==> config.mk <==
export PLATFORM = sky130hd
export DESIGN_NAME = meta_fifo
export DESIGN_NICKNAME = d
export VERILOG_FILES = /design/src/source/nr_frame_pkg.sv /design/src/source/meta_fifo.sv
export VERILOG_INCLUDE_DIRS = /design/src /design/src/source
export SDC_FILE = /design/constraint.sdc
export NUM_CORES = 1
export LEC_CHECK = 0
export BUFFER_PORTS_ARGS = -buffer_cell sky130_fd_sc_hd__buf_2
export CORE_MARGIN = 3
export CORE_UTILIZATION = 30
export CTS_CLUSTER_DIAMETER = 80
export DETAILED_ROUTE_END_ITERATION = 12
export SYNTH_ARGS = -nofsm -noshare
export SYNTH_HDL_FRONTEND = slang
export SYNTH_SLANG_ARGS = --single-unit
==> constraint.sdc <==
create_clock -name clk_i -period 2.3 [get_ports clk_i]
set_clock_uncertainty 0.15 [all_clocks]
set_input_delay 0.115 -clock clk_i [delete_from_list [all_inputs] [get_ports clk_i]]
set_output_delay 0.115 -clock clk_i [all_outputs]
set_load 0.05 [all_outputs]
==> src/source/ofdm_params.svh <==
`ifndef OFDM_PARAMS_SVH
`define OFDM_PARAMS_SVH

// transform size and its log2
`define FFT_LEN 16
`define NFFT 4

// widths of one real or imaginary part at the input and at the output
`define SAMPLE_W 8
`define BIN_W 14

// twiddles are scaled to 127 and the sums are shifted back by 7 bits
`define TWIDDLE_SCALE 127
`define DFT_SHIFT 7

// windows in shifted bin order
`define BWP_START 2
`define BWP_LEN 12
`define SSS_START 4
`define SSS_LEN 7

`define SSB_PERIOD_SYMS 8
`define CP_LEN_W 3
`define META_FIFO_DEPTH 4

`endif
==> src/source/nr_frame_pkg.sv <==
`include "ofdm_params.svh"

package nr_frame_pkg;

    typedef logic [9:0] sfn_t;
    typedef logic [4:0] subframe_t;
    typedef logic [3:0] symbol_num_t;
    typedef logic [`CP_LEN_W-1:0] cp_len_t;

    typedef struct packed {
        sfn_t        sfn;
        subframe_t   subframe;
        symbol_num_t symbol;
    } symbol_meta_t;

    typedef struct packed {
        symbol_meta_t meta;
        cp_len_t      cp_len;
    } in_user_t;

    typedef struct packed {
        symbol_meta_t meta;
        logic         pbch_symbol;
    } out_user_t;

    typedef logic [$clog2(`SSB_PERIOD_SYMS)-1:0] ssb_count_t;

    typedef enum logic [1:0] {SKIP_CP, TAKE_SYMBOL, SKIP_TAIL} skip_state_t;

endpackage

==> src/source/meta_fifo.sv <==
`timescale 1ns/1ps

`include "ofdm_params.svh"

module meta_fifo
    import nr_frame_pkg::*;
(
    input  logic         clk_i,
    input  logic         reset_ni,
    input  logic         push_i,
    input  symbol_meta_t push_data_i,
    input  logic         pop_i,
    output symbol_meta_t head_o,
    output logic         not_empty_o
);

    localparam int PTR_W = $clog2(`META_FIFO_DEPTH);

    symbol_meta_t     mem [`META_FIFO_DEPTH];
    logic [PTR_W:0]   wr_ptr_q;
    logic [PTR_W:0]   rd_ptr_q;
    logic             full;

    // the extra pointer bit tells a full buffer from an empty one
    assign not_empty_o = (wr_ptr_q != rd_ptr_q);
    assign full        = (wr_ptr_q[PTR_W] != rd_ptr_q[PTR_W]) &&
                         (wr_ptr_q[PTR_W-1:0] == rd_ptr_q[PTR_W-1:0]);

    assign head_o = mem[rd_ptr_q[PTR_W-1:0]];

    always_ff @(posedge clk_i) begin
        if (!reset_ni) begin
            wr_ptr_q <= '0;
            rd_ptr_q <= '0;
        end else begin
            if (push_i && !full) begin
                wr_ptr_q <= wr_ptr_q + 1'b1;
            end
            if (pop_i && not_empty_o) begin
                rd_ptr_q <= rd_ptr_q + 1'b1;
            end
        end
    end

    always_ff @(posedge clk_i) begin
        if (push_i && !full) begin
            mem[wr_ptr_q[PTR_W-1:0]] <= push_data_i;
        end
    end

endmodule

==> impl_metrics.json <==
{
  "p_int_mw": 3.065,
  "finalHoldViolCount": 0,
  "die_h_um": 111.1,
  "antenna_found_initial": 0,
  "portBuffers": 42,
  "r2r-end": "rd_ptr_q[2]$_SDFFE_PN0P_",
  "grt_pass1_wl_mm": 10.12,
  "synthesis.area_um2": 3316,
  "powerDensity_nw_per_um2": 1221,
  "worst_slack_ns": 0.1661,
  "cts_setup_buffers": 0,
  "cts_resized": 0,
  "combPwrFrac": 0.411,
  "start_kind": "flop",
  "synth.avg_cell_area_um2": 19.50,
  "dr.pass1.iters": 4,
  "setup_tns_ns": 0,
  "end_kind": "primary output",
  "grt_usage": 0.1047,
  "endpoint": "not_empty_o",
  "sequentialPowerShare": 0.402,
  "clockBufferDepth": 2,
  "ys.flop_type": "edfxtp_1",
  "ff2ff_path_depth": 5,
  "synth_async_sr_flop_share": 0,
  "hold_path.class": "in2reg",
  "synthCells": 170,
  "core_area_um2": 10560,
  "root_buffer": "clkbuf_8",
  "synth-edff-count": 76,
  "clk-insertion-delay-late_ns": 0.34,
  "period_needed_ns": 2.134,
  "synth_nets": 198,
  "r2r-start": "wr_ptr_q[0]$_SDFFE_PN0P_",
  "swShare": 0.4002,
  "ys_seq_area_frac": 0.7366,
  "initial_utilization": 0.3141,
  "ys_ff_latch": 84,
  "timing.fmax_mhz": 468.6,
  "rsz0062_at_grt": "no",
  "clkPwrFrac": 0.186,
  "nNetsFinal": 277,
  "dr_total_vias": 1828,
  "status": "finished, final reports clean",
  "wl_per_cell_um": 15.43,
  "yosys.area.top_type": "edfxtp_1",
  "die_width_um": 111.1,
  "cts.sinks": 84,
  "cts_made_buffers": 9,
  "final_util": 0.3965,
  "vias_per_cell": 4.687,
  "yosys_warnings": 0,
  "synth_top_area_frac": 0.6883,
  "total_power_mw": 5.111,
  "ctsHoldBuffers": 23,
  "worstMarginPinSlew_ns": 0.3918,
  "critPathKind": "reg2out",
  "p_leak_nw": 1.441,
  "synth_cell_types": 27,
  "h-tree-depth": 3,
  "ant_nets": 0,
  "io_pins": 43,
  "die-area_um2": 12350,
  "r2r_slack_ns": 0.18,
  "grt_pass1_vias": 1878,
  "routed_wl_mm": 6.017,
  "crit_path_start": "wr_ptr_q[0]$_SDFFE_PN0P_",
  "grt_max_degree": 20,
  "place_area_um2": 3774,
  "pre_cts_ws_ns": 0.4402,
  "synth_area_leaders": "edfxtp_1, mux4_2, dfxtp_1, ha_1, nand4_1",
  "gp_congestion": 0.7481,
  "n_antenna_cell": 0,
  "row_count": 37,
  "cp.required_ns": 2.04,
  "critPathArrivalTime_ns": 1.87,
  "overflow": 0,
  "slew_violations": 0,
  "max_slew_margin": 0.7379,
  "peakVddDrop_mv": 0.6827,
  "yosysMostFrequentCell": "edfxtp_1",
  "max_cap_viol_count": 0,
  "yosys-top-cells-count": "edfxtp_1, mux4_2, dfxtp_1, nand2_1, inv_1",
  "cts_tree": "done",
  "drt_iter0_drc": 69,
  "drive_above_1_share": 0.3504,
  "dp_hpwl_mm": 3.923,
  "route.detailed.drc": 0,
  "syn_to_final_growth_pct": 26.23,
  "crit_fanout": 11,
  "power.switching_mw": 2.046,
  "final_cell_area_um2": 4185,
  "finalSetupViolCount": 0,
  "cts.clk_slew.worst_paths_ns": 0.08,
  "layout_worst_path_cycle_share": 0.9278
}
## final cells by class
type / instances / area, um^2
Fill cell: 963 / 6370
Sequential cell: 84 / 2442
Multi-Input combinational cell: 73 / 807.0
Timing Repair Buffer: 74 / 558.0
Tap cell: 136 / 170.2
Clock buffer: 9 / 123.9
Clock inverter: 7 / 57.56
Inverter: 7 / 26.28
## stage by stage
step | cells | hold slack [ns]
6_report | 390 | 0.02635
5_1_grt | 390 | 0.04100
4_1_cts | 390 | 0.005809
3_5_place_dp | 351 | 0.1917
3_3_place_gp | 351 | 0.1880
2_1_floorplan | 170 | 0.06387
## worst min path at each step
stage	depth (start not counted)	to	start	slack [ns]
detailed placement	1	mem[2][5]$_DFFE_PP_	push_data_i[5]	0.19
finish	3	wr_ptr_q[0]$_SDFFE_PN0P_	reset_ni	0.03
global placement	1	mem[2][16]$_DFFE_PP_	push_data_i[16]	0.19
global route	3	rd_ptr_q[1]$_SDFFE_PN0P_	reset_ni	0.04
floorplan	0	mem[0][0]$_DFFE_PP_	push_data_i[0]	0.06
CTS	3	rd_ptr_q[1]$_SDFFE_PN0P_	reset_ni	0.006
## state kept, by name, indices dropped and copies added, names as in the netlist, named ones only
register,count
mem,76
wr_ptr_q,3
rd_ptr_q,3
## per-layer routing
layer / GRT usage / vias up / part of all wire
li1: - / 853 / -
met1: 0.1262 / 912 / 0.43
met2: 0.1776 / 57 / 0.50
met3: 0.03439 / 6 / 0.050
met4: 0.03406 / 0 / 0.015
met5: 0 / - / 0
## cells in the final DEF, fill, tap and decap left out, types with 2 or more instances in the layout
cell,n
a41oi_1,2
and2_1,4
buf_12,4
buf_2,42
buf_4,5
clkbuf_8,9
clkinvlp_4,2
dfxtp_1,8
dlygate4sd3_1,23
edfxtp_1,76
ha_1,5
inv_1,7
inv_6,2
mux4_2,19
nand2_1,8
nand3_1,5
nand4_1,6
o211ai_1,3
o21ai_0,5
or4_1,3
xnor2_1,2
xor2_1,3
## power by group through the flow
stage / sequential (mW) / clock (mW) / combinational, mW
final: 2.06 / 0.952 / 2.10
after global routing: 2.09 / 1.05 / 2.24
after detailed placement: 2.10 / 0 / 2.10
after CTS: 2.06 / 0.988 / 2.13
after floorplan: 2.06 / 0 / 1.60
after global placement: 2.08 / 0 / 2.08
## critical path, stage by stage, from the launching register on
cell and delay (ns):
dfxtp_1 0.49, xor2_1 0.15, buf_4 0.20, or3_2 0.47, buf_2 0.22
## kinds of logic (layout without fill, tap and decap cells)
group | after synthesis | after routing | share of synthesized area
AOI/OAI and AO/OA | 13 | 13 | 0.02717
and+or+nand+nor | 31 | 31 | 0.05510
DFF | 84 | 84 | 0.7366
adders and majority gates | 5 | 5 | 0.01887
xor gates and xnor gates | 5 | 5 | 0.01321
muxes | 19 | 19 | 0.1291
buffers and inverters | 13 | 97 | 0.02000
Note: power is estimated with default switching activity, not from simulation.
