[src/source/ofdm_params.svh]
`ifndef OFDM_PARAMS_SVH
`define OFDM_PARAMS_SVH

// transform size and its log2
`define FFT_LEN 16
`define NFFT 4

// widths of one real or imaginary part at the input and at the output
`define SAMPLE_W 8
`define BIN_W 14

// twiddles are scaled to 127 and the sums are shifted back by 7 bits
`define TWIDDLE_SCALE 127
`define DFT_SHIFT 7

// windows in shifted bin order
`define BWP_START 2
`define BWP_LEN 12
`define SSS_START 4
`define SSS_LEN 7

`define SSB_PERIOD_SYMS 8
`define CP_LEN_W 3
`define META_FIFO_DEPTH 4

`endif
[src/source/nr_frame_pkg.sv]
`include "ofdm_params.svh"

package nr_frame_pkg;

    typedef logic [9:0] sfn_t;
    typedef logic [4:0] subframe_t;
    typedef logic [3:0] symbol_num_t;
    typedef logic [`CP_LEN_W-1:0] cp_len_t;

    typedef struct packed {
        sfn_t        sfn;
        subframe_t   subframe;
        symbol_num_t symbol;
    } symbol_meta_t;

    typedef struct packed {
        symbol_meta_t meta;
        cp_len_t      cp_len;
    } in_user_t;

    typedef struct packed {
        symbol_meta_t meta;
        logic         pbch_symbol;
    } out_user_t;

    typedef logic [$clog2(`SSB_PERIOD_SYMS)-1:0] ssb_count_t;

    typedef enum logic [1:0] {SKIP_CP, TAKE_SYMBOL, SKIP_TAIL} skip_state_t;

endpackage

[src/source/ofdm_sample_pkg.sv]
`include "ofdm_params.svh"

package ofdm_sample_pkg;

    // time-domain input sample
    typedef logic signed [`SAMPLE_W-1:0] sample_part_t;

    typedef struct packed {
        sample_part_t im;
        sample_part_t re;
    } iq_sample_t;

    // frequency-domain output bin
    typedef logic signed [`BIN_W-1:0] bin_part_t;

    typedef struct packed {
        bin_part_t im;
        bin_part_t re;
    } freq_bin_t;

    // counts bins and window samples within one symbol
    typedef logic [`NFFT-1:0] bin_idx_t;

endpackage

[src/source/cp_remover.sv]
`timescale 1ns/1ps

`include "ofdm_params.svh"

module cp_remover
    import ofdm_sample_pkg::*, nr_frame_pkg::*;
(
    input  logic         clk_i,
    input  logic         reset_ni,
    input  iq_sample_t   s_data_i,
    input  in_user_t     s_user_i,
    input  logic         s_last_i,
    input  logic         s_valid_i,
    output iq_sample_t   win_sample_o,
    output logic         win_valid_o,
    output symbol_meta_t win_meta_o,
    output logic         meta_push_o
);

    skip_state_t state_q;
    in_user_t    user_q;
    in_user_t    cur_user;
    cp_len_t     skip_cnt_q;
    cp_len_t     skip_len;
    bin_idx_t    take_cnt_q;
    logic        first_beat_q;

    // the prefix length and the metadata of a symbol come from its first beat
    assign cur_user = first_beat_q ? s_user_i : user_q;

    // dropping only the first half of the prefix starts the window half a CP early
    assign skip_len = cur_user.cp_len - (cur_user.cp_len >> 1);

    always_ff @(posedge clk_i) begin
        if (!reset_ni) begin
            state_q      <= SKIP_CP;
            skip_cnt_q   <= '0;
            take_cnt_q   <= '0;
            first_beat_q <= 1'b1;
            win_valid_o  <= 1'b0;
            meta_push_o  <= 1'b0;
        end else begin
            win_valid_o <= 1'b0;
            meta_push_o <= 1'b0;
            if (s_valid_i) begin
                first_beat_q <= s_last_i;
                case (state_q)
                    SKIP_CP: begin
                        if (skip_cnt_q == skip_len - 1'b1) begin
                            state_q    <= TAKE_SYMBOL;
                            skip_cnt_q <= '0;
                        end else begin
                            skip_cnt_q <= skip_cnt_q + 1'b1;
                        end
                    end
                    TAKE_SYMBOL: begin
                        win_valid_o <= 1'b1;
                        take_cnt_q  <= take_cnt_q + 1'b1;
                        if (take_cnt_q == bin_idx_t'(`FFT_LEN - 1)) begin
                            meta_push_o <= 1'b1;
                            // a window that ends on tlast has no tail to drop
                            state_q <= s_last_i ? SKIP_CP : SKIP_TAIL;
                        end
                    end
                    SKIP_TAIL: begin
                        if (s_last_i) begin
                            state_q <= SKIP_CP;
                        end
                    end
                    default: begin
                        state_q <= SKIP_CP;
                    end
                endcase
            end
        end
    end

    always_ff @(posedge clk_i) begin
        if (s_valid_i) begin
            win_sample_o <= s_data_i;
            win_meta_o   <= cur_user.meta;
            if (first_beat_q) begin
                user_q <= s_user_i;
            end
        end
    end

endmodule

[config.mk]
export PLATFORM = sky130hd
export DESIGN_NAME = cp_remover
export DESIGN_NICKNAME = d
export VERILOG_FILES = /design/src/source/nr_frame_pkg.sv /design/src/source/ofdm_sample_pkg.sv /design/src/source/cp_remover.sv
export VERILOG_INCLUDE_DIRS = /design/src /design/src/source
export SDC_FILE = /design/constraint.sdc
export NUM_CORES = 1
export LEC_CHECK = 0
export ABC_CLOCK_PERIOD_IN_PS = 2000
export BUFFER_PORTS_ARGS = -buffer_cell sky130_fd_sc_hd__buf_4
export CORE_AREA = 2 2 69 71
export CTS_BUF_LIST = sky130_fd_sc_hd__clkbuf_4 sky130_fd_sc_hd__clkbuf_8
export CTS_CLUSTER_SIZE = 12
export DETAILED_ROUTE_END_ITERATION = 8
export DIE_AREA = 0 0 71 73
export PLACE_DENSITY = 0.77
export RECOVER_POWER = 100
export REMOVE_ABC_BUFFERS = 1
export SYNTH_ARGS = -nofsm -noshare
export SYNTH_HDL_FRONTEND = slang
export SYNTH_SLANG_ARGS = --single-unit
[constraint.sdc]
create_clock -name clk_i -period 2 [get_ports clk_i]
set_clock_uncertainty 0.05 [all_clocks]
set_input_delay 0.4 -clock clk_i [delete_from_list [all_inputs] [get_ports clk_i]]
set_output_delay 0.4 -clock clk_i [all_outputs]
set_load 0.02 [all_outputs]
==> results of run 1 <==
==> repair_timing <==
| action | 4_1_cts | 5_1_grt |
|---|---|---|
| gates resized for setup | 3 | 7 |
| pin swaps | 1 | 3 |
| setup endpoints to repair | 4 | 4 |
==> worst min-delay path by stage <==
| stage | start | endpoint | slack [ps] | cells past startpoint |
|---|---|---|---|---|
| 4_1_cts | s_data_i[15] | win_sample_o[15] | 220 | 1 |
| 6_report | s_user_i[19] | user_q[19] | 250 | 1 |
| 3_3_place_gp | skip_cnt_q[1] | skip_cnt_q[1] | 440 | 2 |
| 2_1_floorplan | reset_ni | first_beat_q | 410 | 1 |
| 3_5_place_dp | skip_cnt_q[1] | skip_cnt_q[1] | 450 | 2 |
| 5_1_grt | s_user_i[19] | user_q[19] | 230 | 1 |
==> per-stage QoR <==
step / setup TNS [ps] / instances / utilization, % / area [sq um]
6_report: -249.1 / 248 / 58.15 / 2638
3_5_place_dp: -687.5 / 240 / 54.84 / 2487
3_3_place_gp: -561.1 / 240 / 54.84 / 2487
4_1_cts: -152.9 / 248 / 57.63 / 2614
2_1_floorplan: -267.7 / 103 / - / 1797
5_1_grt: -575.3 / 248 / 58.15 / 2638
==> area by class of cell <==
class	count	area share (%)
Inverter	4	0.5693
Tap cell	54	2.562
Multi-Input combinational cell	49	16.37
Sequential cell	50	52.42
Clock inverter	2	1.423
Clock buffer	6	2.894
Timing Repair Buffer	83	23.77
==> routing by layer <==
metal | up-vias | wire length [um] | global-route usage (%)
met1 | 517 | 1379 | 15.36
met5 | - | 0 | 0
met2 | 61 | 1616 | 22.12
met3 | 8 | 392 | 6.630
li1 | 555 | - | -
met4 | 0 | 53 | 3.564
==> where the power goes <==
| group | total, mW | internal [mW] | switching [mW] |
|---|---|---|---|
| clock | 0.705 | 0.387 | 0.318 |
| sequential | 1.22 | 1.19 | 0.0287 |
| combinational | 0.348 | 0.176 | 0.172 |
| total | 2.27 | 1.75 | 0.518 |
==> worst register-to-register path: cells and delay by family, from the launching register on <==
kind / cells / cell delay, ps
adder cells (fa/ha/maj): 2 / 710
AND/OR/NAND/NOR: 3 / 450
flip-flops: 1 / 370
multiplexers: 1 / 210
buffers and inverters: 2 / 140
XOR/XNOR: 1 / 60
==> synth_stat cells <==
cell type,number
ha_1,3
xnor2_2,1
o21ai_1,1
nor2_1,7
and3_1,2
o22ai_1,2
nor3b_4,1
nand3_1,2
mux2_4,1
fa_1,1
o21ai_0,1
a21oi_2,2
nand2_1,5
a2bb2oi_1,1
nand3b_1,1
nor2b_1,1
buf_4,20
and2_2,1
nand4_1,1
dfxtp_1,12
mux2i_1,3
inv_1,4
nand3_2,1
nor4b_4,1
mux2_2,1
and3b_1,1
xor2_1,4
xnor2_1,2
edfxtp_1,38
and2_1,2
==> kinds of logic (layout without fill, tap and decap cells) <==
logic type      Yosys count  after routing  share of synthesized area, %
compound gates            7              7                         2.506
fa+ha+maj                 4              4                         2.957
simple gates             26             26                         8.677
buf+inv                  24             95                         8.483
mux                       5              5                         2.892
xor+xnor                  7              7                         3.535
flops                    50             50                         70.95
==> sequential cells by signal, indices dropped and copies added, names as in the netlist <==
name / flops
take_cnt_q: 4
meta_push_o: 1
state_q: 2
win_valid_o: 1
win_sample_o: 16
user_q: 22
first_beat_q: 1
skip_cnt_q: 3
==> flow_summary.json, run 1 <==
{
  "critPathArrivalTime_ps": 2230,
  "start_kind": "flip-flop",
  "clock_latency_ps": 290,
  "seq_area_frac_synth_pct": 70.95,
  "grt_setup_unrepaired": "true",
  "die_w_um": 71,
  "timing.rr.start": "first_beat_q",
  "numCtsBuffers": 5,
  "dieArea_sq_um": 5183,
  "critical_path.cell_chain": "buf_6 -> mux2i_4 -> ha_2 -> inv_2 -> fa_2 -> xnor2_1 -> nor2_1 -> nand3_2 -> nor4b_4",
  "setup_viol": 4,
  "outcome": "finished with violations",
  "clockRootBuffer": "clkbuf_8",
  "wire_per_inst_um": 13.88,
  "io_pins": 79,
  "yosys_register_bits": 50,
  "powerDensity_nw_per_um2": 861.7,
  "multiInputGateArea_sq_um": 431.7,
  "layout_commonest_cell": "buf_4",
  "violations": "negative setup slack",
  "setup_ws_ps": -100.3,
  "synth_area_leaders": "edfxtp_1 (59%), dfxtp_1 (12%), buf_4 (7.7%)",
  "min_period_ps": 2100,
  "post_cts_buffers": 0,
  "drtAntennaViolNets": 0,
  "period_share_pct": 105.0,
  "grt_pass1_wl_mm": 5.257,
  "fp.coreArea_sq_um": 4536,
  "cp.required_ps": 2130,
  "max_cap_violations": 0,
  "dp_slack_ps": -208.3,
  "grt_max_degree": 20,
  "num_rows": 25,
  "worstPathMaxFanout": 3,
  "r2r_slack_ps": -100,
  "dp_hpwl_mm": 2.587,
  "io_buffer_count": 78,
  "leakage_nw": 1.109,
  "via_per_inst": 4.601,
  "crit_path_top_delay_cell": "fa_2",
  "critical_path_depth": 9,
  "ctsLongestPathBuffers": 2,
  "crit_path_max_incr_delay_ps": 520,
  "reg2regPathDepth": 9,
  "slew_viol_final": 0,
  "cts_sinks": 50,
  "first_iter_violations": 43,
  "fillerInstances": 341,
  "hold_viol": 0,
  "worst_pin_slew_ps": 421.7,
  "hp-class": "in2reg",
  "synth_top_area_share_pct": 58.61,
  "power_mw": 2.273,
  "irDropWorstVdd_v": 0.0003914,
  "die_y_um": 73,
  "wl_mm": 3.441,
  "synth_largest_area_cell": "edfxtp_1",
  "antenna_found_initial": 0,
  "drive_above_1_share_pct": 55.15,
  "cp-end-kind": "flip-flop",
  "ys_warn_count": 0,
  "initial_core_util_pct": 42.92,
  "drc": 0,
  "final_cell_mix": "buf_4 (47), edfxtp_1 (38), clkbuf_4 (36)",
  "synth_area_sq_um": 1947,
  "crit_path_start": "first_beat_q",
  "max_slew_margin_pct": 71.89,
  "yosys.cell_types.count": 30,
  "cts_tree": "yes",
  "layout.nets": 239,
  "synth_cells": 123,
  "grt.total_usage_pct": 13.30,
  "hold_ws_ps": 247.1,
  "cp_num_buf_inv": 2,
  "first_global_vias": 1097,
  "reg2reg_to": "skip_cnt_q[2]",
  "worstSetupPathType": "reg2reg",
  "syn_to_final_growth_pct": 35.48,
  "grt_remaining_overflow": 0,
  "clkTransAtPathRegs_ps": 90,
  "num_vias": 1141,
  "avgSynthCellArea_sq_um": 15.83,
  "fmax_mhz": 476.1,
  "holdBufCountCts": 0,
  "cts_max_level": 2,
  "seq_area_sq_um": 1383,
  "detail_route.first_pass.iterations": 4,
  "place_congestion": 0.6949,
  "crit_family": "adder cells",
  "crit_end": "skip_cnt_q[2]",
  "diodes": 0
}
Note: power is estimated with default switching activity, not from simulation.
==> inputs of run 2 (changes only) <==
--- a/config.mk
+++ b/config.mk
@@ -6,16 +6,15 @@
 export SDC_FILE = /design/constraint.sdc
 export NUM_CORES = 1
 export LEC_CHECK = 0
-export ABC_CLOCK_PERIOD_IN_PS = 2000
+export ABC_CLOCK_PERIOD_IN_PS = 2400
 export BUFFER_PORTS_ARGS = -buffer_cell sky130_fd_sc_hd__buf_4
-export CORE_AREA = 2 2 69 71
+export CORE_AREA = 2 2 67 69
 export CTS_BUF_LIST = sky130_fd_sc_hd__clkbuf_4 sky130_fd_sc_hd__clkbuf_8
 export CTS_CLUSTER_SIZE = 12
 export DETAILED_ROUTE_END_ITERATION = 8
-export DIE_AREA = 0 0 71 73
-export PLACE_DENSITY = 0.77
+export DIE_AREA = 0 0 69 71
+export PLACE_DENSITY = 0.78
 export RECOVER_POWER = 100
-export REMOVE_ABC_BUFFERS = 1
 export SYNTH_ARGS = -nofsm -noshare
 export SYNTH_HDL_FRONTEND = slang
 export SYNTH_SLANG_ARGS = --single-unit
==> constraint.sdc (replaced) <==
create_clock -name clk_i -period 2.4 [get_ports clk_i]
set_clock_uncertainty 0.05 [all_clocks]
set_input_delay 0.48 -clock clk_i [delete_from_list [all_inputs] [get_ports clk_i]]
set_output_delay 0.48 -clock clk_i [all_outputs]
set_load 0.02 [all_outputs]
==> flow_summary.json, run 2 (synthesis gave the netlist of run 1 again) <==
{
  "syn_to_final_growth_pct": 23.14,
  "outcome": "finished, final reports clean",
  "die_w_um": 69,
  "numCtsBuffers": 5,
  "dieArea_sq_um": 4899,
  "power_mw": 1.807,
  "cp.required_ps": 2520,
  "layout_commonest_cell": "clkbuf_1",
  "cts_max_level": 2,
  "top_regs": "user_q (22), win_sample_o (16), take_cnt_q (4)",
  "clkTransAtPathRegs_ps": 90,
  "via_per_inst": 4.678,
  "cts_tree": "yes",
  "worstSetupPathType": "reg2reg",
  "max_cap_violations": 0,
  "stdcell_count": 242,
  "r2r_slack_ps": 170,
  "setup_viol": 0,
  "dp_hpwl_mm": 2.764,
  "seq_area_sq_um": 1381,
  "holdBufCountCts": 0,
  "initial_core_util_pct": 46.31,
  "diodes": 0,
  "num_vias": 1132,
  "clockRootBuffer": "clkbuf_8",
  "io_pins": 79,
  "slew_viol_final": 0,
  "fin_setup_tns_ps": 0,
  "leakage_nw": 0.9336,
  "largest_reg_flops": 22,
  "syn_nets": 169,
  "max_slew_margin_pct": 17.57,
  "wl_mm": 3.473,
  "layout.nets": 235,
  "ctsResizeCount": 0,
  "post_cts_buffers": 0,
  "detail_route.first_pass.iterations": 4,
  "hp-class": "in2reg",
  "antenna_found_initial": 0,
  "utilization_pct": 57.02,
  "min_period_ps": 2226,
  "grt_remaining_overflow": 0,
  "drc": 0,
  "cts_sinks": 50,
  "die_y_um": 71,
  "io_buffer_count": 78,
  "placed_cells": 234,
  "drive_above_1_share_pct": 28.42,
  "place_area_sq_um": 2455,
  "wire_per_inst_um": 14.35,
  "num_rows": 24,
  "worstPathMaxFanout": 5,
  "largest_register": "user_q",
  "place_congestion": 0.7808,
  "fillerInstances": 382,
  "grt.total_usage_pct": 14.90,
  "fmax_mhz": 449.3,
  "period_share_pct": 92.73,
  "worst_pin_slew_ps": 1236,
  "drtAntennaViolNets": 0,
  "first_global_vias": 1196,
  "fp.coreArea_sq_um": 4204,
  "whs_path_depth": 1,
  "ctsLongestPathBuffers": 2,
  "multiInputGateArea_sq_um": 380.4,
  "setup_ws_ps": 174.4,
  "cp-end-kind": "flip-flop",
  "grt_pass1_wl_mm": 5.664,
  "postLayoutCellArea_sq_um": 2397,
  "powerDensity_nw_per_um2": 753.7,
  "irDropWorstVdd_v": 0.0004525,
  "dp_slack_ps": 93.35,
  "grt_setup_unrepaired": "false",
  "reg2regPathDepth": 8,
  "start_kind": "flip-flop",
  "clock_latency_ps": 290,
  "final_cell_mix": "clkbuf_1 (39), edfxtp_1 (38), clkbuf_4 (35)",
  "first_iter_violations": 47,
  "critPathArrivalTime_ps": 2350,
  "hold_viol": 0,
  "grt_max_degree": 26,
  "hold_ws_ps": 331.8
}
run 2: changes by cell type in the layout (fill, tap and decap cells not counted), moves of 2 or more:
| cell | before | now |
|---|---|---|
| a21oi_1 | 0 | 2 |
| clkinv_2 | 0 | 2 |
| clkbuf_1 | 0 | 39 |
| buf_4 | 47 | 5 |
| mux2_4 | 2 | 0 |
| a21oi_2 | 2 | 0 |
run 2: final timing paths:
path | start | endpoint
min reg2reg | skip_cnt_q[1] | skip_cnt_q[1]
min | s_data_i[14] | win_sample_o[14]
max reg2reg | first_beat_q | skip_cnt_q[1]
max | first_beat_q | skip_cnt_q[1]
run 2: where the power goes:
part | switching (mW) | leakage, nW | internal, mW
sequential | 0.0237 | 0.467 | 0.993
combinational | 0.137 | 0.409 | 0.0951
clock | 0.252 | 0.0579 | 0.307
run 2: worst max-delay path: stages, from the launching register on:
cell     delay (ps)
dfxtp_1         420
mux2_2          370
ha_1            190
inv_1            70
fa_1            420
xnor2_1         140
nor2_1          170
and2_1          200
o22ai_1          80
run 2: layer usage:
layer / vias to the layer above / routed length, um / track usage, %
met5: - / 0 / 0
met4: 0 / 18 / 5.229
met3: 2 / 274 / 5.983
met2: 51 / 1802 / 26.39
met1: 533 / 1377 / 16.26
li1: 546 / - / -
run 2: layout make-up:
cell class | count | area share [%]
clock inverters | 3 | 1.670
multi-input cells | 49 | 15.87
clock buffers | 5 | 2.871
well taps | 52 | 2.714
inverters | 4 | 0.6263
repair buffers | 79 | 18.63
flip-flops and latches | 50 | 57.62
==> inputs of run 3 (changes only) <==
--- a/config.mk
+++ b/config.mk
@@ -8,12 +8,14 @@
 export LEC_CHECK = 0
 export ABC_CLOCK_PERIOD_IN_PS = 2400
 export BUFFER_PORTS_ARGS = -buffer_cell sky130_fd_sc_hd__buf_4
-export CORE_AREA = 2 2 67 69
+export CELL_PAD_IN_SITES_DETAIL_PLACEMENT = 0
+export CELL_PAD_IN_SITES_GLOBAL_PLACEMENT = 1
+export CORE_AREA = 3 3 75 77
 export CTS_BUF_LIST = sky130_fd_sc_hd__clkbuf_4 sky130_fd_sc_hd__clkbuf_8
 export CTS_CLUSTER_SIZE = 12
 export DETAILED_ROUTE_END_ITERATION = 8
-export DIE_AREA = 0 0 69 71
-export PLACE_DENSITY = 0.78
+export DIE_AREA = 0 0 78 80
+export PLACE_DENSITY_LB_ADDON = 0.1
 export RECOVER_POWER = 100
 export SYNTH_ARGS = -nofsm -noshare
 export SYNTH_HDL_FRONTEND = slang
==> flow_summary.json, run 3 (synthesis gave the netlist of run 1 again) <==
{
  "leakage_nw": 0.9189,
  "drtAntennaViolNets": 0,
  "worstPathMaxFanout": 5,
  "max_cap_violations": 0,
  "die_w_um": 78,
  "clockRootBuffer": "clkbuf_8",
  "detail_route.first_pass.iterations": 4,
  "holdBufCountCts": 0,
  "irDropWorstVdd_v": 0.0003022,
  "clkTransAtPathRegs_ps": 80,
  "layout.nets": 235,
  "largest_reg_flops": 22,
  "diodes": 0,
  "placed_cells": 252,
  "cts_sinks": 50,
  "timing.rr.start": "first_beat_q",
  "period_share_pct": 93.32,
  "hold_viol": 0,
  "setup_viol": 0,
  "power_mw": 1.696,
  "post_cts_buffers": 0,
  "cts_max_level": 2,
  "drive_above_1_share_pct": 27.89,
  "top_regs": "user_q (22), win_sample_o (16), take_cnt_q (4)",
  "via_per_inst": 4.362,
  "dp_hpwl_mm": 2.712,
  "syn_nets": 169,
  "critPathArrivalTime_ps": 2370,
  "grt.total_usage_pct": 11.17,
  "fmax_mhz": 446.5,
  "powerDensity_nw_per_um2": 706.6,
  "syn_to_final_growth_pct": 23.26,
  "io_buffer_count": 78,
  "hp-class": "in2reg",
  "hold_ws_ps": 330.5,
  "num_vias": 1134,
  "cp.required_ps": 2530,
  "grt_pass1_wl_mm": 5.168,
  "ctsResizeCount": 0,
  "cts_tree": "yes",
  "utilization_pct": 47.29,
  "grt_remaining_overflow": 0,
  "grt_setup_unrepaired": "false",
  "outcome": "finished, final reports clean",
  "first_global_vias": 1051,
  "worstSetupPathType": "reg2reg",
  "fp.coreArea_sq_um": 5075,
  "stdcell_count": 260,
  "initial_core_util_pct": 38.36,
  "largest_register": "user_q",
  "numCtsBuffers": 5,
  "drc": 0,
  "cp-end-kind": "flip-flop",
  "clock_latency_ps": 290,
  "final_cell_mix": "clkbuf_1 (39), edfxtp_1 (38), clkbuf_4 (35)",
  "max_slew_margin_pct": 13.30,
  "place_congestion": 0.7699,
  "reg2regPathDepth": 8,
  "dieArea_sq_um": 6240,
  "antenna_found_initial": 0,
  "whs_path_depth": 1,
  "r2r_slack_ps": 160,
  "min_period_ps": 2240,
  "num_rows": 26,
  "start_kind": "flip-flop",
  "hp-start": "s_user_i[11]",
  "io_pins": 79,
  "ctsLongestPathBuffers": 2,
  "slew_viol_final": 0,
  "first_iter_violations": 60,
  "worst_pin_slew_ps": 1301,
  "reg2reg_to": "skip_cnt_q[2]",
  "layout_commonest_cell": "clkbuf_1",
  "wire_per_inst_um": 13.63,
  "fin_setup_tns_ps": 0,
  "grt_max_degree": 26,
  "wl_mm": 3.543,
  "die_y_um": 80,
  "holdPathEnd": "user_q[11]"
}
[run 3: metal layers]
metal / global-route usage (%) / up-vias / wire length, um
li1: - / 544 / -
met1: 12.59 / 543 / 1401
met2: 19.18 / 41 / 1861
met3: 3.950 / 6 / 227
met4: 4.720 / 0 / 53
met5: 0 / - / 0
[run 3: how the worst max path moves through the flow]
stage	from	endpoint	slack (ps)	cells past startpoint
final	first_beat_q	skip_cnt_q[2]	160	8
after global routing	first_beat_q	skip_cnt_q[2]	20	8
after CTS	first_beat_q	skip_cnt_q[2]	140	8
after detailed placement	s_user_i[0]	skip_cnt_q[2]	100	9
after global placement	s_user_i[0]	skip_cnt_q[2]	140	9
after floorplan	s_user_i[1]	skip_cnt_q[2]	280	8
[run 3: metrics by stage]
step                worst slack, ps  instance area (sq um)
floorplan                     284.4                   1947
global placement              136.1                   2477
detailed placement            100.4                   2477
CTS                           141.8                   2562
global route                  22.03                   2400
finish                        160.3                   2400
[run 3: worst max-delay path, cell delays in order (launching register included)]
cell     delay (ps)
dfxtp_1         430
mux2_1          390
ha_1            200
inv_1            60
fa_1            430
xnor2_1         140
nor2_1          150
nand3_2         100
nor4b_2         170
[run 3: power breakdown]
group	leakage (nW)	switching, mW	internal (mW)
logic	0.411	0.135	0.0949
clock network	0.0416	0.251	0.199
registers	0.467	0.0223	0.993
total	0.919	0.408	1.29
[run 3: layout make-up]
cell class | instances | area (sq um)
Sequential cell | 50 | 1381
Fill cell | 499 | 2675
Clock inverter | 3 | 16.27
Inverter | 4 | 15.01
Timing Repair Buffer | 79 | 446.7
Clock buffer | 5 | 68.82
Multi-Input combinational cell | 49 | 384.1
Tap cell | 70 | 87.58
