<file path="config.mk">
export PLATFORM = sky130hd
export DESIGN_NAME = subcarrier_mapper
export DESIGN_NICKNAME = d
export VERILOG_FILES = /design/src/source/nr_frame_pkg.sv /design/src/source/ofdm_sample_pkg.sv /design/src/source/subcarrier_mapper.sv
export VERILOG_INCLUDE_DIRS = /design/src /design/src/source
export SDC_FILE = /design/constraint.sdc
export NUM_CORES = 1
export LEC_CHECK = 0
export BUFFER_PORTS_ARGS = -buffer_cell sky130_fd_sc_hd__buf_2
export CELL_PAD_IN_SITES_DETAIL_PLACEMENT = 1
export CELL_PAD_IN_SITES_GLOBAL_PLACEMENT = 1
export CORE_ASPECT_RATIO = 0.9
export CORE_UTILIZATION = 39
export CTS_BUF_LIST = sky130_fd_sc_hd__clkbuf_2
export CTS_CLUSTER_SIZE = 12
export DETAILED_ROUTE_END_ITERATION = 12
export PLACE_DENSITY = 0.87
export RECOVER_POWER = 100
export SLEW_MARGIN = 20
export SYNTH_ARGS = -nofsm -noshare
export SYNTH_HDL_FRONTEND = slang
export SYNTH_SLANG_ARGS = --single-unit
</file>
<file path="constraint.sdc">
create_clock -name clk_i -period 1.9 [get_ports clk_i]
set_input_delay 0.19 -clock clk_i [delete_from_list [all_inputs] [get_ports clk_i]]
set_output_delay 0.19 -clock clk_i [all_outputs]
set_load 0.005 [all_outputs]
</file>
<file path="src/source/ofdm_params.svh">
`ifndef OFDM_PARAMS_SVH
`define OFDM_PARAMS_SVH

// transform size and its log2
`define FFT_LEN 16
`define NFFT 4

// widths of one real or imaginary part at the input and at the output
`define SAMPLE_W 8
`define BIN_W 14

// twiddles are scaled to 127 and the sums are shifted back by 7 bits
`define TWIDDLE_SCALE 127
`define DFT_SHIFT 7

// windows in shifted bin order
`define BWP_START 2
`define BWP_LEN 12
`define SSS_START 4
`define SSS_LEN 7

`define SSB_PERIOD_SYMS 8
`define CP_LEN_W 3
`define META_FIFO_DEPTH 4

`endif
</file>
<file path="src/source/nr_frame_pkg.sv">
`include "ofdm_params.svh"

package nr_frame_pkg;

    typedef logic [9:0] sfn_t;
    typedef logic [4:0] subframe_t;
    typedef logic [3:0] symbol_num_t;
    typedef logic [`CP_LEN_W-1:0] cp_len_t;

    typedef struct packed {
        sfn_t        sfn;
        subframe_t   subframe;
        symbol_num_t symbol;
    } symbol_meta_t;

    typedef struct packed {
        symbol_meta_t meta;
        cp_len_t      cp_len;
    } in_user_t;

    typedef struct packed {
        symbol_meta_t meta;
        logic         pbch_symbol;
    } out_user_t;

    typedef logic [$clog2(`SSB_PERIOD_SYMS)-1:0] ssb_count_t;

    typedef enum logic [1:0] {SKIP_CP, TAKE_SYMBOL, SKIP_TAIL} skip_state_t;

endpackage

</file>
<file path="src/source/ofdm_sample_pkg.sv">
`include "ofdm_params.svh"

package ofdm_sample_pkg;

    // time-domain input sample
    typedef logic signed [`SAMPLE_W-1:0] sample_part_t;

    typedef struct packed {
        sample_part_t im;
        sample_part_t re;
    } iq_sample_t;

    // frequency-domain output bin
    typedef logic signed [`BIN_W-1:0] bin_part_t;

    typedef struct packed {
        bin_part_t im;
        bin_part_t re;
    } freq_bin_t;

    // counts bins and window samples within one symbol
    typedef logic [`NFFT-1:0] bin_idx_t;

endpackage

</file>
<file path="src/source/subcarrier_mapper.sv">
`timescale 1ns/1ps

`include "ofdm_params.svh"

module subcarrier_mapper
    import ofdm_sample_pkg::*, nr_frame_pkg::*;
(
    input  logic         clk_i,
    input  logic         reset_ni,
    input  freq_bin_t    bin_i,
    input  logic         bin_valid_i,
    input  logic         bin_first_i,
    input  symbol_meta_t meta_head_i,
    input  logic         meta_not_empty_i,
    output logic         meta_pop_o,
    output freq_bin_t    m_data_o,
    output out_user_t    m_user_o,
    output logic         m_last_o,
    output logic         m_valid_o,
    output logic         pbch_valid_o,
    output logic         sss_valid_o
);

    bin_idx_t   pos_q;
    bin_idx_t   cur_pos;
    ssb_count_t sym_cnt_q;
    logic       in_bwp;
    logic       in_sss;

    // bin_first realigns the position count at every symbol
    assign cur_pos = bin_first_i ? '0 : pos_q;

    assign in_bwp = (cur_pos >= `BWP_START) && (cur_pos < `BWP_START + `BWP_LEN);
    assign in_sss = (cur_pos >= `SSS_START) && (cur_pos < `SSS_START + `SSS_LEN);

    assign meta_pop_o = bin_valid_i && bin_first_i && meta_not_empty_i;

    always_ff @(posedge clk_i) begin
        if (!reset_ni) begin
            pos_q        <= '0;
            sym_cnt_q    <= '0;
            m_valid_o    <= 1'b0;
            m_last_o     <= 1'b0;
            pbch_valid_o <= 1'b0;
            sss_valid_o  <= 1'b0;
        end else begin
            m_valid_o    <= bin_valid_i && in_bwp;
            m_last_o     <= bin_valid_i && (cur_pos == `BWP_START + `BWP_LEN - 1);
            pbch_valid_o <= bin_valid_i && in_bwp && (sym_cnt_q == 0);
            sss_valid_o  <= bin_valid_i && in_sss && (sym_cnt_q == 1);
            if (bin_valid_i) begin
                pos_q <= cur_pos + 1'b1;
                if (cur_pos == bin_idx_t'(`FFT_LEN - 1)) begin
                    if (sym_cnt_q == ssb_count_t'(`SSB_PERIOD_SYMS - 1)) begin
                        sym_cnt_q <= '0;
                    end else begin
                        sym_cnt_q <= sym_cnt_q + 1'b1;
                    end
                end
            end
        end
    end

    always_ff @(posedge clk_i) begin
        if (bin_valid_i) begin
            m_data_o <= bin_i;
        end
        // metadata holds for the whole symbol
        if (bin_valid_i && bin_first_i) begin
            m_user_o.pbch_symbol <= (sym_cnt_q == 0);
            if (meta_not_empty_i) begin
                m_user_o.meta <= meta_head_i;
            end
        end
    end

endmodule

</file>
==> results of run 1 <==
==> sequential cells by signal, indices dropped and copies added, names as in the netlist <==
signal,count
pbch_valid_o,1
m_user_o,20
m_valid_o,1
sss_valid_o,1
m_last_o,1
sym_cnt_q,3
m_data_o,28
pos_q,4
==> timing repair <==
| action | 4_1_cts | 5_1_grt |
|---|---|---|
| hold buffers | 49 | 0 |
| endpoints found under the hold margin | 48 | 0 |
| endpoints found under the setup margin | 0 | 0 |
==> power by group <==
| part | leakage [nW] | internal, mW | switching (mW) |
|---|---|---|---|
| clock | 0.0541 | 0.154 | 0.502 |
| combinational | 0.605 | 0.140 | 0.121 |
| sequential | 0.544 | 1.48 | 0.0360 |
| total | 1.20 | 1.77 | 0.660 |
==> critical path, stage by stage <==
cell and delay [ps]:
dlygate4sd3_1 560, buf_2 230, and3_1 240, buf_4 220, clkbuf_1 150
==> logic make-up after synthesis <==
logic type,after synthesis,share of synthesized area (%)
flops,59,82.28
mux,3,1.487
simple gates,29,9.295
compound gates,10,3.470
buf+inv,5,0.9909
fa+ha+maj,4,2.478
==> cell type report <==
type | instances | area share [%]
well taps | 65 | 2.620
inverters | 4 | 0.4837
multi-input cells | 46 | 10.04
clock inverters | 5 | 0.6852
repair buffers | 156 | 31.04
clock buffers | 10 | 1.612
flip-flops and latches | 59 | 53.53
==> final timing paths <==
kind                                  start  slack [ps]                        end
setup reg to reg      pos_q[0]$_SDFFE_PN0P_         420  sym_cnt_q[0]$_SDFFE_PN0P_
setup / recovery                bin_valid_i         120                 meta_pop_o
hold reg to reg   sym_cnt_q[1]$_SDFFE_PN0P_         500  sym_cnt_q[1]$_SDFFE_PN0P_
hold / removal                     reset_ni          50      pos_q[2]$_SDFFE_PN0P_
==> per-layer routing <==
layer | vias to the layer above | wire (µm) | part of all wire (%)
met2 | 90 | 3935 | 50
li1 | 744 | - | -
met3 | 17 | 492 | 6.2
met1 | 860 | 3351 | 42
met4 | 0 | 144 | 1.8
met5 | - | 0 | 0
==> cell usage in the layout (no fill, tap or decap), types with 2 or more instances in the layout <==
cell / Yosys / final
buf_2: 1 / 52
clkbuf_1: 0 / 51
dlygate4sd3_1: 0 / 49
edfxtp_1: 48 / 48
clkbuf_2: 0 / 12
dfxtp_1: 11 / 11
nand2_1: 9 / 10
inv_1: 4 / 4
nor2_1: 4 / 4
ha_1: 4 / 4
mux2i_1: 3 / 3
clkinv_1: 0 / 3
nor2b_1: 2 / 2
o21ai_0: 2 / 2
nand2b_1: 2 / 2
nor4b_1: 0 / 2
clkinv_2: 0 / 2
==> metrics by stage <==
| stage | util [%] | std cells | area, µm² | setup slack, ps | hold slack, ps |
|---|---|---|---|---|---|
| finish | 63.03 | 345 | 3104 | 117.9 | 51.94 |
| floorplan | - | 110 | 2019 | 753.1 | 288.9 |
| detailed placement | 53.58 | 281 | 2639 | 738.1 | 368.4 |
| global route | 63.03 | 345 | 3104 | 60.97 | 24.67 |
| global placement | 53.58 | 281 | 2639 | 813.7 | 366.7 |
| CTS | 64.99 | 345 | 3201 | 167.6 | 18.02 |
==> summary.md, run 1 <==
| Metric | Value |
|---|---|
| Global-route wire length before repair | `11600 µm` |
| Port bufs | `104` |
| Part of the cycle the worst path needs | `93.79%` |
| Syn Nets | `166` |
| Gate Count Post-Synth | `110` |
| Post-synth top area cell | `edfxtp_1` |
| Post CTS Setup Buffer Count | `0` |
| Via density | `4.959` |
| Gpl congestion | `0.8353` |
| Die Y-Extent | `70.27 µm` |
| Max rail drop VDD | `0.3591 mV` |
| Post-synth top flop | `edfxtp_1` |
| Met2 GRT Util | `51.23%` |
| Largest net degree at the start of global routing | `29` |
| Die ar. | `5470 µm²` |
| Slew Limit Headroom | `50.59%` |
| # resized after CTS | `0` |
| Outcome | `complete, no violations` |
| # Max-Cap Violations | `0` |
| Final setup violation count | `0` |
| FF-to-FF path depth | `3` |
| Worst slew pin tran | `741.2 ps` |
| Post-DP HPWL | `3810 µm` |
| Avg Cell Area, Syn | `18.36 µm²` |
| Met1 global-route usage | `38.31%` |
| TritonCTS Buffers | `9` |
| Leakage Power | `1.203 nW` |
| Max Slew Vio Count | `0` |
| Clock-pin slew on the worst setup and hold paths | `170 ps` |
| WL/cell | `22.97 µm` |
| Cell variety after synth | `30` |
| Required @ worst endpoint | `1710 ps` |
| Inserted Diodes | `0` |
| Worst setup path class | `input pin to output pin` |
| Top cell type's share of synthesized area | `71.38%` |
| Worst EP arrival | `1590 ps` |
| Chip width | `77.85 µm` |
| 1st-iter DRT viols | `98` |
| Overall power | `2.429 mW` |
| FMAX | `561.1 MHz` |
| Routed via count | `1711` |
| Clk Latency, worst-skew pair | `490 ps` |
| CTS Buffer Depth | `2` |
| Commonest cells post-synth | `48 x edfxtp_1, 11 x dfxtp_1, 9 x nand2_1` |
| Crit path max fanout | `11` |
| I/O pin count | `105` |
| Initial Util | `41.01%` |
| Core outline area | `4925 µm²` |
| CTS tree | `built` |
| Ranking of synthesized cells by area | `edfxtp_1 71%, dfxtp_1 11%, ha_1 2.5%` |
| Hold WC Path Type | `input pin to flop` |
| Post-synth EDFFs | `48` |
| Root Driver | `clkbuf_2` |
| GRT met3 Usage | `8.627%` |
| Sink Count | `59` |
| Final Skew | `17.60 ps` |
| PwrDens | `782.6 nW/µm²` |
| Row count | `24` |
| Total GRT Usage | `30.88%` |
| Syn-to-layout area delta | `53.72%` |
| Fillers | `555` |
| Post-synthesis sequential area ratio | `82.28%` |
| Async set-or-reset flop fraction in the synthesized netlist | `0%` |
| Vias in the first global route | `1872` |
| Worst hold stages | `2` |
| Total negative setup slack | `0 ps` |
| # DRC | `0` |
| Gr busiest metal | `met2` |
| Count leader, synth | `edfxtp_1` |
| H-tree levels | `3` |
| Layout cell share with drive strength beyond 1 | `25.36%` |
| Register area | `1662 µm²` |
| CP Capture Type | `output pin` |
| Grt ovf | `0` |
| Unrepaired setup endpoints after global routing | `no` |
| Antenna Nets Post-Route | `0` |
| Flops & latches, synth | `59` |
| Router iterations before antenna repair | `4` |
| Min Tclk post-route | `1782 ps` |
| Final Net Count | `332` |
| Crit start category | `input pin` |
| Yosys warning count | `0` |
| Area of the multi-input gates | `311.5 µm²` |
| Post-Syn Area | `2019 µm²` |
| Routed WL | `7923 µm` |
| Count of final hold-check violations | `0` |
| Initial antenna violation count | `0` |
No activity file was read; power rests on OpenSTA's default activity.
==> run 2: changes to the inputs <==
CORE_ASPECT_RATIO = default   (was 0.9)
==> summary.md, run 2 (synthesized netlist as in run 1, its figures left out) <==
| Metric | Value |
|---|---|
| Router iterations before antenna repair | `4 (unchanged)` |
| CTS Buffer Depth | `2 (unchanged)` |
| Total GRT Usage | `29.84% (was 30.88%)` |
| Final Skew | `32.81 ps (was 17.60 ps)` |
| Crit path max fanout | `20 (was 11)` |
| Max Slew Vio Count | `31 (was 0)` |
| Count of final hold-check violations | `0 (unchanged)` |
| Flop2flop setup slack | `450 ps (was 420 ps)` |
| Crit start category | `input pin (unchanged)` |
| Largest regs | `m_data_o x28, m_user_o x20, pos_q x4 (unchanged)` |
| Min Tclk post-route | `1658 ps (was 1782 ps)` |
| Max rail drop VDD | `0.7417 mV (was 0.3591 mV)` |
| Top Family by Delay on Critical Path | `buffers and inverters (unchanged)` |
| Unrepaired setup endpoints after global routing | `no (unchanged)` |
| Violated checks | `capacitance limit, slew limit` |
| Leakage Power | `1.196 nW (was 1.203 nW)` |
| Hold buffers post-CTS | `47 (was 49)` |
| Chip width | `73.96 µm (was 77.85 µm)` |
| CTS tree | `built (unchanged)` |
| Routed via count | `1630 (was 1711)` |
| Syn-to-layout area delta | `54.58% (was 53.72%)` |
| CP bufs+invs | `4 (unchanged)` |
| CP peak stage delay | `510 ps (was 560 ps)` |
| Via density | `4.711 (was 4.959)` |
| Post-DP HPWL | `3759 µm (was 3810 µm)` |
| Final setup violation count | `0 (unchanged)` |
| Final Net Count | `330 (was 332)` |
| WL/cell | `22.15 µm (was 22.97 µm)` |
| Worst setup path class | `input pin to output pin (unchanged)` |
| Gpl congestion | `0.7374 (was 0.8353)` |
| Worst EP arrival | `1470 ps (was 1590 ps)` |
| TritonCTS Buffers | `9 (unchanged)` |
| Commonest cells after routing, fill and taps aside | `58 x clkbuf_1, 48 x dlygate4sd3_1, 48 x edfxtp_1, 46 x buf_2, 13 x clkbuf_2 (was 52 x buf_2, 51 x clkbuf_1, 49 x dlygate4sd3_1, 48 x edfxtp_1, 12 x clkbuf_2)` |
| Clk Latency, worst-skew pair | `500 ps (was 490 ps)` |
| Met3 WL post-DR | `567 µm (was 492 µm)` |
| Critical Path, Cell by Cell | `dlygate4sd3_1, buf_2, and3_1, buf_4, clkbuf_1 (unchanged)` |
| # Max-Cap Violations | `1 (was 0)` |
| I/O pin count | `105 (unchanged)` |
| Max reg flops | `28 (unchanged)` |
| Sink Count | `59 (unchanged)` |
| Clock-pin slew on the worst setup and hold paths | `190 ps (was 170 ps)` |
| Slew Limit Headroom | `-5.929% (was 50.59%)` |
| Critical-path top delay cell | `dlygate4sd3_1 (unchanged)` |
| 1st-iter DRT viols | `92 (was 98)` |
| Grt ovf | `0 (unchanged)` |
| Part of the cycle the worst path needs | `87.27% (was 93.79%)` |
| Antenna Nets Post-Route | `0 (unchanged)` |
| CP Capture Type | `output pin (unchanged)` |
| FMAX | `603.1 MHz (was 561.1 MHz)` |
| Initial antenna violation count | `0 (unchanged)` |
| Row count | `25 (was 24)` |
| Met2 routed WL | `3975 µm (was 3935 µm)` |
| Die ar. | `5470 µm² (about the same)` |
| Post CTS Setup Buffer Count | `0 (unchanged)` |
| Total negative setup slack | `0 ps (unchanged)` |
| Layout cell share with drive strength beyond 1 | `24.01% (was 25.36%)` |
| Port bufs | `104 (unchanged)` |
| Fillers | `541 (was 555)` |
| Largest reg by FF count | `m_data_o (unchanged)` |
| PwrDens | `826.3 nW/µm² (was 782.6 nW/µm²)` |
| Hold WC Path Type | `input pin to flop (unchanged)` |
| Initial Util | `41.65% (was 41.01%)` |
| Vias in the first global route | `1872 (unchanged)` |
| Largest net degree at the start of global routing | `31 (was 29)` |
| M1 wire length | `2763 µm (was 3351 µm)` |
| # resized after CTS | `0 (unchanged)` |
| Root Driver | `clkbuf_2 (unchanged)` |
| Global-route wire length before repair | `10810 µm (was 11600 µm)` |
| Core outline area | `4848 µm² (was 4925 µm²)` |
| H-tree levels | `3 (unchanged)` |
| Die Y-Extent | `73.96 µm (was 70.27 µm)` |
| Inserted Diodes | `0 (unchanged)` |
| Max Used Layer | `met4 (unchanged)` |
| Final instance area | `3122 µm² (was 3104 µm²)` |
| Routed WL | `7663 µm (was 7923 µm)` |
| Cell Area, Placed | `2634 µm² (was 2639 µm²)` |
| # DRC | `0 (unchanged)` |
| Most common cell after layout, fill and taps aside | `clkbuf_1 (was buf_2)` |
| Worst slew pin tran | `1589 ps (was 741.2 ps)` |
| Outcome | `finished, violations left (was complete, no violations)` |
| Required @ worst endpoint | `1710 ps (about the same)` |
==> run 2: tightest hold or removal path: cells and delay by family <==
family / cells / cell delay [ps]
simple gates: 1 / 80
mux: 1 / 60
buf+inv: 1 / 170
==> run 2: final timing paths <==
kind | from | to | cells after the start
setup reg to reg | pos_q[1]$_SDFFE_PN0P_ | sym_cnt_q[2]$_SDFFE_PN0P_ | 3
setup / recovery | bin_first_i | meta_pop_o | 5
hold reg to reg | sym_cnt_q[1]$_SDFFE_PN0P_ | sym_cnt_q[1]$_SDFFE_PN0P_ | 2
hold / removal | reset_ni | sym_cnt_q[0]$_SDFFE_PN0P_ | 3
==> run 2: final cells by class <==
type	instances	area (µm²)	share of cell area [%]
Sequential cell	59	1662	53.23
Timing Repair Buffer	154	940.9	30.14
Multi-Input combinational cell	46	317.8	10.18
Tap cell	67	83.83	2.685
Clock buffer	12	60.06	1.924
Clock inverter	4	42.54	1.363
Inverter	4	15.01	0.4810
==> run 2: per-stage QoR <==
step / setup slack, ps / power [mW] / util (%) / hold slack, ps / std cells
global placement: 776.4 / 1.687 / 54.32 / 366.4 / 282
CTS: 635.6 / 2.517 / 66.14 / 6.864 / 345
detailed placement: 750.4 / 1.703 / 54.32 / 368.4 / 282
finish: 241.9 / 2.580 / 64.39 / 25.82 / 346
floorplan: 753.1 / 1.556 / - / 288.9 / 110
global route: 133.2 / 2.686 / 64.39 / 10.44 / 346
==> run 2: power by group <==
group	internal [mW]	switching (mW)
clock network	0.311	0.502
logic	0.134	0.120
registers	1.48	0.0358
total	1.92	0.658
==> run 2: routing by layer <==
| metal | vias up | global-route usage [%] |
|---|---|---|
| met5 | - | 0 |
| met4 | 0 | 19.66 |
| met3 | 26 | 9.079 |
| met2 | 78 | 52.93 |
| met1 | 783 | 30.24 |
| li1 | 743 | - |
==> run 3: changes to the inputs <==
CELL_PAD_IN_SITES_DETAIL_PLACEMENT = default   (was 1)
CELL_PAD_IN_SITES_GLOBAL_PLACEMENT = default   (was 1)
CORE_UTILIZATION = 45   (was 39)
PLACE_DENSITY = 0.81   (was 0.87)
==> summary.md, run 3 (synthesized netlist as in run 1, its figures left out) <==
| Metric | Value |
|---|---|
| CTS tree | `built (unchanged)` |
| Slew Limit Headroom | `54.58% (was -5.929%)` |
| Chip width | `68.99 µm (was 73.96 µm)` |
| Routed via count | `1568 (was 1630)` |
| Router iterations before antenna repair | `4 (unchanged)` |
| Global-route wire length before repair | `6975 µm (was 10810 µm)` |
| Crit start category | `flop (was input pin)` |
| Post-DP HPWL | `3355 µm (was 3759 µm)` |
| Port bufs | `104 (unchanged)` |
| Via density | `4.766 (was 4.711)` |
| Layout cell share with drive strength beyond 1 | `27.70% (was 24.01%)` |
| 1st-iter DRT viols | `88 (was 92)` |
| Cell Area, Placed | `2613 µm² (was 2634 µm²)` |
| CP peak stage delay | `480 ps (was 510 ps)` |
| Worst slew pin tran | `681.3 ps (was 1589 ps)` |
| Critical-path top delay cell | `dfxtp_1 (was dlygate4sd3_1)` |
| Area of the multi-input gates | `311.5 µm² (was 317.8 µm²)` |
| Internal power | `2.164 mW (was 1.922 mW)` |
| Max reg flops | `28 (unchanged)` |
| Max rail drop VDD | `0.6603 mV (was 0.7417 mV)` |
| Largest regs | `m_data_o x28, m_user_o x20, pos_q x4 (unchanged)` |
| Hold WC Path Type | `input pin to flop (unchanged)` |
| PwrDens | `873.4 nW/µm² (was 826.3 nW/µm²)` |
| Crit path max fanout | `8 (was 20)` |
| Grt ovf | `0 (unchanged)` |
| Final instance area | `3151 µm² (was 3122 µm²)` |
| Worst EP arrival | `1810 ps (was 1470 ps)` |
| Syn-to-layout area delta | `56.01% (was 54.58%)` |
| Row count | `23 (was 25)` |
| # DRC | `0 (unchanged)` |
| Most common cell after layout, fill and taps aside | `buf_2 (was clkbuf_1)` |
| CTS Buffer Depth | `2 (unchanged)` |
| Routed WL | `5449 µm (was 7663 µm)` |
| CP bufs+invs | `0 (was 4)` |
| Total GRT Usage | `22.18% (was 29.84%)` |
| Top Family by Delay on Critical Path | `simple AND/OR/NAND/NOR gates (was buffers and inverters)` |
| Die ar. | `4760 µm² (was 5470 µm²)` |
| Initial antenna violation count | `1 (was 0)` |
| Unrepaired setup endpoints after global routing | `no (unchanged)` |
| Flop pwr share | `54.6% (was 58.6%)` |
| Clk Latency, worst-skew pair | `460 ps (was 500 ps)` |
| I/O pin count | `105 (unchanged)` |
| Final Skew | `22.64 ps (was 32.81 ps)` |
| Logic pwr share | `8.6% (was 9.8%)` |
| Vias in the first global route | `1493 (was 1872)` |
| CP Capture Type | `flop (was output pin)` |
| Total negative setup slack | `0 ps (unchanged)` |
| WL/cell | `16.56 µm (was 22.15 µm)` |
| Die Y-Extent | `68.99 µm (was 73.96 µm)` |
| Initial Util | `48.73% (was 41.65%)` |
| Leakage Power | `1.246 nW (was 1.196 nW)` |
| Sw power | `588.0 µW (was 657.6 µW)` |
| Sw frac | `21.37% (was 25.49%)` |
| Antenna Nets Post-Route | `0 (unchanged)` |
| FMAX | `702.0 MHz (was 603.1 MHz)` |
| Outcome | `complete, no violations (was finished, violations left)` |
| Core outline area | `4144 µm² (was 4848 µm²)` |
| Commonest cells after routing, fill and taps aside | `58 x buf_2, 48 x edfxtp_1, 47 x dlygate4sd3_1, 45 x clkbuf_1, 11 x dfxtp_1 (was 58 x clkbuf_1, 48 x dlygate4sd3_1, 48 x edfxtp_1, 46 x buf_2, 13 x clkbuf_2)` |
| Fillers | `288 (was 541)` |
| Overall power | `2.752 mW (was 2.580 mW)` |
| Largest net degree at the start of global routing | `29 (was 31)` |
| Part of the cycle the worst path needs | `74.98% (was 87.27%)` |
| Final Net Count | `329 (was 330)` |
| Final setup violation count | `0 (unchanged)` |
| Largest reg by FF count | `m_data_o (unchanged)` |
| Required @ worst endpoint | `2280 ps (was 1710 ps)` |
| Worst setup path class | `flop to flop (was input pin to output pin)` |
| Gpl congestion | `0.7265 (was 0.7374)` |
| Register area | `1662 µm² (unchanged)` |
| Critical Path, Cell by Cell | `nand2_1, nor3_1, mux2i_1 (was dlygate4sd3_1, buf_2, and3_1, buf_4, clkbuf_1)` |
| # Max-Cap Violations | `0 (was 1)` |
| H-tree levels | `3 (unchanged)` |
| Count of final hold-check violations | `0 (unchanged)` |
| Clk pwr share | `36.8% (was 31.5%)` |
| TritonCTS Buffers | `9 (unchanged)` |
| Clock-pin slew on the worst setup and hold paths | `180 ps (was 190 ps)` |
| Max Slew Vio Count | `0 (was 31)` |
| Sink Count | `59 (unchanged)` |
| Min Tclk post-route | `1425 ps (was 1658 ps)` |
| Root Driver | `clkbuf_2 (unchanged)` |
run 3: final timing paths:
check                                    to  cells past startpoint                       from  slack [ps]
setup / recovery  sym_cnt_q[1]$_SDFFE_PN0P_                      3      pos_q[1]$_SDFFE_PN0P_         480
hold / removal        pos_q[2]$_SDFFE_PN0P_                      2                   reset_ni          50
setup reg to reg  sym_cnt_q[1]$_SDFFE_PN0P_                      3      pos_q[1]$_SDFFE_PN0P_         480
hold reg to reg   sym_cnt_q[1]$_SDFFE_PN0P_                      2  sym_cnt_q[1]$_SDFFE_PN0P_         510
run 3: cell type report:
class | count | area share, %
sequential | 59 | 52.74
timing repair buffer | 153 | 30.02
multi-input combinational | 46 | 9.889
clock inverter | 7 | 3.376
tap | 50 | 1.986
clock buffer | 9 | 1.430
inverter | 4 | 0.4766
antenna | 1 | 0.07943
run 3: per-layer routing:
| layer | part of all wire (%) | GRT usage (%) | vias up |
|---|---|---|---|
| li1 | - | - | 745 |
| met1 | 35 | 21.25 | 726 |
| met2 | 55 | 42.35 | 85 |
| met4 | 2.3 | 12.50 | 0 |
| met5 | 0 | 0 | - |
| met3 | 8.2 | 5.428 | 12 |
run 3: per-stage QoR:
stage / hold slack [ps] / util, % / instances / setup slack [ps]
final: 46.33 / 76.03 / 329 / 475.4
after global routing: 48.09 / 76.03 / 329 / 388.8
after CTS: 42.93 / 78.05 / 328 / 649.5
after detailed placement: 368.1 / 63.04 / 265 / 750.3
after global placement: 366.3 / 63.04 / 265 / 768.2
after floorplan: 288.9 / - / 110 / 753.1
run 3: worst register-to-register path, stage by stage, from the launching register on:
cell and delay (ps):
dfxtp_1 480, nand2_1 130, nor3_1 480, mux2i_1 250
run 3: power by group through the flow:
stage / combinational [mW] / clock (mW) / sequential (mW)
after floorplan: 0.0219 / 0 / 1.53
after global placement: 0.167 / 0 / 1.52
after detailed placement: 0.174 / 0 / 1.53
after CTS: 0.253 / 1.01 / 1.50
after global routing: 0.259 / 1.06 / 1.51
final: 0.237 / 1.01 / 1.50
run 3: what timing repair did:
item,CTS,global route
buffers inserted,0,0
endpoints found under the setup margin,0,0
gates resized for setup,0,0
hold buffers,47,0
hold endpoints to repair,47,0
